$ cat src/include/net_params.svh
`ifndef NET_PARAMS_SVH
`define NET_PARAMS_SVH

// ~~~~~~~~~~~~~~~~~~~~~~~~~~~~~~~~~~~~~~~~
// Network dimensions
// ~~~~~~~~~~~~~~~~~~~~~~~~~~~~~~~~~~~~~~~~

`define NET_DATA_WIDTH 8    // Activations, weights, biases and sums
`define NET_FEATURES   30   // Input vector length
`define NET_HIDDEN     4    // Hidden layer neurons
`define NET_OUTPUTS    2    // Output layer neurons

// ~~~~~~~~~~~~~~~~~~~~~~~~~~~~~~~~~~~~~~~~
// Pipeline timing
// ~~~~~~~~~~~~~~~~~~~~~~~~~~~~~~~~~~~~~~~~

// Three registers per neuron layer plus one in the class selector
`define NET_LATENCY    7

`endif

$ cat src/include/net_weights.svh
`ifndef NET_WEIGHTS_SVH
`define NET_WEIGHTS_SVH

// Each table is listed from the highest input down to input 0,
// so input 0 sits in the low byte

// ~~~~~~~~~~~~~~~~~~~~~~~~~~~~~~~~~~~~~~~~
// Hidden layer
// ~~~~~~~~~~~~~~~~~~~~~~~~~~~~~~~~~~~~~~~~

`define HIDDEN_W0 { \
	8'hF4, 8'hF0, 8'hCD, 8'hC8, 8'h0B, 8'h17, 8'hED, 8'h07, 8'h0F, 8'hD7, \
	8'hD7, 8'hEC, 8'hE1, 8'hE3, 8'hC0, 8'h16, 8'hF9, 8'h00, 8'hFF, 8'hE8, \
	8'hFF, 8'hEC, 8'hFC, 8'hEC, 8'h01, 8'hFE, 8'hF3, 8'h02, 8'h07, 8'hC4}
`define HIDDEN_B0 8'hF6

`define HIDDEN_W1 { \
	8'h12, 8'h05, 8'hF8, 8'h03, 8'h1A, 8'hE2, 8'h09, 8'hFD, 8'h04, 8'h11, \
	8'hF1, 8'h0C, 8'h02, 8'hE7, 8'h08, 8'hFA, 8'h13, 8'h06, 8'hEE, 8'h01, \
	8'h0D, 8'hF5, 8'h07, 8'h19, 8'hFC, 8'h0A, 8'hE9, 8'h03, 8'h16, 8'hF2}
`define HIDDEN_B1 8'h0C

`define HIDDEN_W2 { \
	8'h21, 8'hF6, 8'h0E, 8'h04, 8'hDC, 8'h07, 8'hFF, 8'h15, 8'hEB, 8'h02, \
	8'h09, 8'hF3, 8'h1C, 8'h05, 8'hE0, 8'h0B, 8'h03, 8'hF8, 8'h12, 8'hEA, \
	8'h06, 8'h1E, 8'hF9, 8'h0D, 8'h02, 8'hE5, 8'h17, 8'hFB, 8'h08, 8'h10}
`define HIDDEN_B2 8'h23

`define HIDDEN_W3 { \
	8'hFB, 8'h0A, 8'h13, 8'hEE, 8'h06, 8'h19, 8'hF4, 8'h02, 8'h0F, 8'hE3, \
	8'h14, 8'h07, 8'hF0, 8'h1B, 8'h03, 8'hED, 8'h0C, 8'h05, 8'hF7, 8'h18, \
	8'hE6, 8'h09, 8'h01, 8'h12, 8'hF2, 8'h0E, 8'h04, 8'hFD, 8'h1D, 8'hE8}
`define HIDDEN_B3 8'h05

// ~~~~~~~~~~~~~~~~~~~~~~~~~~~~~~~~~~~~~~~~
// Output layer
// ~~~~~~~~~~~~~~~~~~~~~~~~~~~~~~~~~~~~~~~~

`define OUT_W0 {8'h03, 8'hFE, 8'h05, 8'h02}
`define OUT_B0 8'h04

`define OUT_W1 {8'hFD, 8'h04, 8'h01, 8'h06}
`define OUT_B1 8'h02

`endif

$ cat src/rtl/net_pkg.sv
`include "net_params.svh"

package net_pkg;

	// ~~~~~~~~~~~~~~~~~~~~~~~~~~~~~~~~~~~~~~~~
	// Scalar types
	// ~~~~~~~~~~~~~~~~~~~~~~~~~~~~~~~~~~~~~~~~

	typedef logic signed [`NET_DATA_WIDTH-1:0] activation_t;

	// Wide enough to name any output neuron
	typedef logic [$clog2(`NET_OUTPUTS)-1:0] classIdx_t;

	// ~~~~~~~~~~~~~~~~~~~~~~~~~~~~~~~~~~~~~~~~
	// Layer vectors
	// ~~~~~~~~~~~~~~~~~~~~~~~~~~~~~~~~~~~~~~~~

	// One sample presented to the network, feature 0 in the low byte
	typedef struct packed
	{
		activation_t [`NET_FEATURES-1:0] feature;
	} featureVec_t;

	typedef activation_t [`NET_HIDDEN-1:0] hiddenVec_t;    // Hidden layer activations
	typedef activation_t [`NET_OUTPUTS-1:0] scoreVec_t;    // Output layer scores

endpackage

$ cat src/rtl/neuronNode.sv
`include "net_params.svh"

module neuronNode import net_pkg::*;
#(
	parameter int NumInputs = `NET_FEATURES,
	parameter logic [NumInputs*`NET_DATA_WIDTH-1:0] Weights = '0,
	parameter activation_t Bias = '0
)
(
	input logic clk,
	input logic reset,
	input activation_t [NumInputs-1:0] inputs,
	output activation_t activation
);

	localparam int Width = `NET_DATA_WIDTH;

	activation_t [NumInputs-1:0] inputReg;    // Captured inputs
	activation_t [NumInputs-1:0] products;
	activation_t sumNext;
	activation_t sumReg;

	// ~~~~~~~~~~~~~~~~~~~~~~~~~~~~~~~~~~~~~~~~
	// Stage 1, input capture
	// ~~~~~~~~~~~~~~~~~~~~~~~~~~~~~~~~~~~~~~~~

	always_ff @(posedge clk)
	begin
		if (reset)
			inputReg <= '0;
		else
			inputReg <= inputs;
	end

	// ~~~~~~~~~~~~~~~~~~~~~~~~~~~~~~~~~~~~~~~~
	// Stage 2, weighted sum
	// ~~~~~~~~~~~~~~~~~~~~~~~~~~~~~~~~~~~~~~~~

	for (genvar i = 0; i < NumInputs; i++)
	begin : genProduct
		localparam activation_t Weight = Weights[i*Width +: Width];

		// Low byte of the signed product
		assign products[i] = activation_t'(inputReg[i] * Weight);
	end

	always_comb
	begin
		sumNext = Bias;
		for (int i = 0; i < NumInputs; i++)
		begin
			sumNext = sumNext + products[i];    // Wraps modulo 256
		end
	end

	always_ff @(posedge clk)
	begin
		if (reset)
			sumReg <= '0;
		else
			sumReg <= sumNext;
	end

	// ~~~~~~~~~~~~~~~~~~~~~~~~~~~~~~~~~~~~~~~~
	// Stage 3, ReLU output
	// ~~~~~~~~~~~~~~~~~~~~~~~~~~~~~~~~~~~~~~~~

	always_ff @(posedge clk)
	begin
		if (reset)
			activation <= '0;
		else if (sumReg[Width-1])
			activation <= '0;    // Negative sum clamps to zero
		else
			activation <= sumReg;
	end

endmodule

$ cat src/rtl/classSelect.sv
`include "net_params.svh"

module classSelect import net_pkg::*;
(
	input logic clk,
	input logic reset,
	input scoreVec_t scores,
	output classIdx_t classIdx
);

	classIdx_t bestIdx;
	activation_t bestScore;

	// Scores come out of a ReLU so they are never negative,
	// an unsigned compare is enough
	always_comb
	begin
		bestIdx = '0;
		bestScore = scores[0];
		for (int i = 1; i < `NET_OUTPUTS; i++)
		begin
			if ($unsigned(scores[i]) > $unsigned(bestScore))    // Ties keep the lower index
			begin
				bestIdx = classIdx_t'(i);
				bestScore = scores[i];
			end
		end
	end

	always_ff @(posedge clk)
	begin
		if (reset)
			classIdx <= '0;
		else
			classIdx <= bestIdx;
	end

endmodule

$ cat src/rtl/netTop.sv
`include "net_params.svh"
`include "net_weights.svh"

module netTop import net_pkg::*;
(
	input logic clk,
	input logic reset,
	input featureVec_t features,
	output hiddenVec_t hidden,
	output scoreVec_t scores,
	output classIdx_t classIdx
);

	// ~~~~~~~~~~~~~~~~~~~~~~~~~~~~~~~~~~~~~~~~
	// Hidden layer, all features to every neuron
	// ~~~~~~~~~~~~~~~~~~~~~~~~~~~~~~~~~~~~~~~~

	neuronNode #(
		.NumInputs(`NET_FEATURES),
		.Weights(`HIDDEN_W0),
		.Bias(`HIDDEN_B0)
	) hiddenNode0 (
		.clk(clk),
		.reset(reset),
		.inputs(features.feature),
		.activation(hidden[0])
	);

	neuronNode #(
		.NumInputs(`NET_FEATURES),
		.Weights(`HIDDEN_W1),
		.Bias(`HIDDEN_B1)
	) hiddenNode1 (
		.clk(clk),
		.reset(reset),
		.inputs(features.feature),
		.activation(hidden[1])
	);

	neuronNode #(
		.NumInputs(`NET_FEATURES),
		.Weights(`HIDDEN_W2),
		.Bias(`HIDDEN_B2)
	) hiddenNode2 (
		.clk(clk),
		.reset(reset),
		.inputs(features.feature),
		.activation(hidden[2])
	);

	neuronNode #(
		.NumInputs(`NET_FEATURES),
		.Weights(`HIDDEN_W3),
		.Bias(`HIDDEN_B3)
	) hiddenNode3 (
		.clk(clk),
		.reset(reset),
		.inputs(features.feature),
		.activation(hidden[3])
	);

	// ~~~~~~~~~~~~~~~~~~~~~~~~~~~~~~~~~~~~~~~~
	// Output layer
	// ~~~~~~~~~~~~~~~~~~~~~~~~~~~~~~~~~~~~~~~~

	neuronNode #(
		.NumInputs(`NET_HIDDEN),
		.Weights(`OUT_W0),
		.Bias(`OUT_B0)
	) outNode0 (
		.clk(clk),
		.reset(reset),
		.inputs(hidden),
		.activation(scores[0])
	);

	neuronNode #(
		.NumInputs(`NET_HIDDEN),
		.Weights(`OUT_W1),
		.Bias(`OUT_B1)
	) outNode1 (
		.clk(clk),
		.reset(reset),
		.inputs(hidden),
		.activation(scores[1])
	);

	// Winning class, one clock behind the scores
	classSelect classSel (
		.clk(clk),
		.reset(reset),
		.scores(scores),
		.classIdx(classIdx)
	);

endmodule

$ cat config.mk
export PLATFORM = sky130hd
export DESIGN_NAME = netTop
export DESIGN_NICKNAME = d
export VERILOG_FILES = /design/src/rtl/net_pkg.sv /design/src/rtl/neuronNode.sv /design/src/rtl/classSelect.sv /design/src/rtl/netTop.sv
export VERILOG_INCLUDE_DIRS = /design/src /design/src/include
export SDC_FILE = /design/constraint.sdc
export NUM_CORES = 2
export LEC_CHECK = 0
export BUFFER_PORTS_ARGS = -buffer_cell sky130_fd_sc_hd__buf_2
export CAP_MARGIN = 20
export CORE_MARGIN = 5
export CORE_UTILIZATION = 45
export DETAILED_ROUTE_END_ITERATION = 6
export MAX_ROUTING_LAYER = met4
export PLACE_DENSITY = 0.63
export SETUP_SLACK_MARGIN = 0.1
export SLEW_MARGIN = 15
export SYNTH_ARGS = -nofsm -noshare
export SYNTH_HDL_FRONTEND = slang
export SYNTH_HIERARCHICAL = 1
export SYNTH_SLANG_ARGS = --single-unit
$ cat constraint.sdc
create_clock -name clk -period 12.91 [get_ports clk]
set_input_delay 2.582 -clock clk [delete_from_list [all_inputs] [get_ports clk]]
set_output_delay 2.582 -clock clk [all_outputs]
set_load 0.05 [all_outputs]
==> key figures <==
Timing
  • Min Hold Slack: 0.420 ns
  • Unrepaired setup endpoints after global routing: no
  • Final Cycle Share: 0.770
  • FMAX: 101 MHz
  • Final setup TNS: 0 ns
  • Worst-Margin Slew: 1.17 ns
  • Period minus WS final: 9.94 ns
  • Clock Skew: 0.0560 ns
  • Max-slew headroom: 0.217
  • Final Max Slew Viols: 0
  • Final Setup Violations: 0
  • Fin. Hold Viols: 0

Placed design
  • Port bufs: 283
  • Detailed Place HPWL: 223000 µm
  • RePlAce Congestion: 1.05

Routing
  • Avg WL per Cell: 28.4 µm
  • Drt first-iter violations: 4215
  • DR vias/cell: 4.88
  • Drt drc: 0
  • Final wirelength: 268000 µm
  • Antenna-violating nets left: 2
  • DRT Pass-1 Iters: 7
  • DR vias: 46200

Global routing
  • First-pass GRT wire length: 366000 µm
  • Total track usage: 0.326
  • Antenna violations before repair: 118
  • Largest net degree at the start of global routing: 192
  • Vias in the first global route: 47800
  • GRT overflow: 0

Finish
  • Layout net count: 9288
  • Fillers: 15000
  • Fin util: 0.503
  • Area added between synthesis and finish: 11.4%
  • Layout cells sized above 1: 0.0703

Die
  • # rows: 148
  • # IOs: 291
  • Die Height: 414 µm
  • Initial Util: 0.451
  • Chip width: 414 µm
  • Core area: 162000 µm²
  • Full die area: 171000 µm²

Critical path
  • Req. time, crit path: 13.53 ns
  • CP Launch Type: register
  • R2r startpoint: hiddenNode2/inputReg[64]$_SDFF_PP0_
  • Reg2Reg Depth: 30
  • Worst R2R End: hiddenNode2/sumReg[7]$_SDFF_PP0_
  • Slowest stage delay, CP: 0.62 ns
  • Crit path arrival time: 10.56 ns
  • Worst R2R Setup Slack: 2.97 ns
  • Crit-path slowest cell: fa_1
  • Most used cell, CP: fa_1
  • Critical Path Fanout Max: 2
  • WS Path Type: register to register
  • Critical path capture point type: register

Run
  • Total of max-cap violations: 0

Clocking
  • Postcts setup bufs: 0
  • TritonCTS buffer count: 113
  • Root Buffer: clkbuf_16
  • Post-CTS resize count: 0
  • Hold_buf cts: 0
  • Clock Path Buffers: 3
  • TritonCTS clock tree: built
  • Clock-pin slew on the worst setup and hold paths: 0.07 ns
  • Clock latency on the worst-skew pair: 0.77 ns
  • Htree depth: 3
  • CTS Sinks: 994

Hold path
  • Worst Hold Depth: 1
  • Hold wc startpoint: hiddenNode3/sumReg[1]$_SDFF_PP0_
  • Hold path endpoint: hiddenNode3/activation[1]$_SDFF_PP0_
  • Hold crit path type: register to register

Synthesis
  • Predominant post-synthesis flop cell: dfxtp_1
  • Post-Syn Instances: 6719
  • Mean post-synth cell area: 10.9 µm²
  • Yosys Warn Count: 6
  • Seq/Total Area, Yosys: 0.271
  • Synthesized cell area: 73300 µm²
  • Seq cells post-synth: 994
  • Synth Net Count: 8992
  • EDFF count, synth: 0
  • Synth unique cells: 33
  • Async set-reset flop share out of synthesis: 0

Outcome
  • Status: finished with violations
  • Failing checks: antenna violations
per-stage QoR:
stage	cells	setup slack (ns)	instance area, µm²
floorplan	6719	3.96	73300
global placement	9075	3.08	77100
detailed placement	9075	3.08	77100
CTS	9288	3.03	81200
global route	9341	2.71	81300
finish	9464	2.97	81700
flip-flops by register name, indices dropped and copies added, names as in the netlist, 29 cells and up:
register	cells
hiddenNode3/inputReg	214
hiddenNode2/inputReg	211
outNode1/inputReg	29
outNode0/inputReg	30
hiddenNode0/inputReg	201
hiddenNode1/inputReg	218
how the worst max path moves through the flow:
stage                                       end                                start  cells after the start
6_report       hiddenNode2/sumReg[7]$_SDFF_PP0_  hiddenNode2/inputReg[64]$_SDFF_PP0_                     30
2_1_floorplan  hiddenNode1/sumReg[7]$_SDFF_PP0_  hiddenNode1/inputReg[90]$_SDFF_PP0_                     30
4_1_cts        hiddenNode2/sumReg[7]$_SDFF_PP0_  hiddenNode2/inputReg[64]$_SDFF_PP0_                     30
3_5_place_dp   hiddenNode2/sumReg[7]$_SDFF_PP0_  hiddenNode2/inputReg[64]$_SDFF_PP0_                     30
5_1_grt        hiddenNode2/sumReg[7]$_SDFF_PP0_  hiddenNode2/inputReg[64]$_SDFF_PP0_                     30
3_3_place_gp   hiddenNode2/sumReg[7]$_SDFF_PP0_  hiddenNode2/inputReg[64]$_SDFF_PP0_                     30
cell families after synthesis:
| kind of cell | synth area share |
|---|---|
| simple gates | 0.0873 |
| other cells | 0.000307 |
| xor+xnor | 0.0958 |
| flops | 0.271 |
| buf+inv | 0.0905 |
| compound gates | 0.00857 |
| fa+ha+maj | 0.446 |
| mux | 0.000154 |
layout by cell type (no fill, tap or decap), types with 46 or more instances in the layout:
cell type / n
clkbuf_16: 113
dfxtp_1: 994
xor2_1: 108
a21oi_1: 46
ha_1: 1063
diode_2: 176
inv_1: 1652
xnor2_1: 661
fa_1: 968
buf_2: 282
nor2b_1: 931
layer usage:
layer / track usage / share of wire
met5: - / 0
met1: 0.424 / 0.41
met3: 0.0513 / 0.081
met4: 0.157 / 0.047
met2: 0.500 / 0.46
synthesized netlist by cell type, types with 3 or more instances:
cell type,instances,area [µm²]
a21o_1,42,315
a21oi_1,46,230
and2_1,42,263
buf_4,6,45.0
clkbuf_1,102,383
conb_1,6,22.5
dfxtp_1,994,19900
fa_1,968,19400
ha_1,1063,13300
inv_1,1652,6200
nand2_1,9,33.8
nor2_1,38,143
nor2b_1,931,5820
nor3_1,13,65.1
o21ai_0,3,15.0
xnor2_1,661,5790
xnor3_1,12,270
xor2_1,108,946
final cells by class:
type	count	area [µm²]	share of cell area
Clock buffer	139	3080	0.0377
Sequential cell	994	19900	0.244
Clock inverter	74	1030	0.0126
Multi-Input combinational cell	3963	46800	0.573
Timing Repair Buffer	291	1520	0.0187
Inverter	1652	6200	0.0759
Tap cell	2175	2720	0.0333
Antenna cell	176	440	0.00539
critical path, delay by kind of cell, from the launching register on:
kind | cells | cell delay (ns)
compound gates | 2 | 0.35
xor+xnor | 8 | 2.13
fa+ha+maj | 14 | 6.55
buf+inv | 5 | 0.36
flops | 1 | 0.34
simple gates | 1 | 0.04
Power is not shown: default switching activity piles up to over one toggle a cycle in this logic, so the estimate is an artifact.
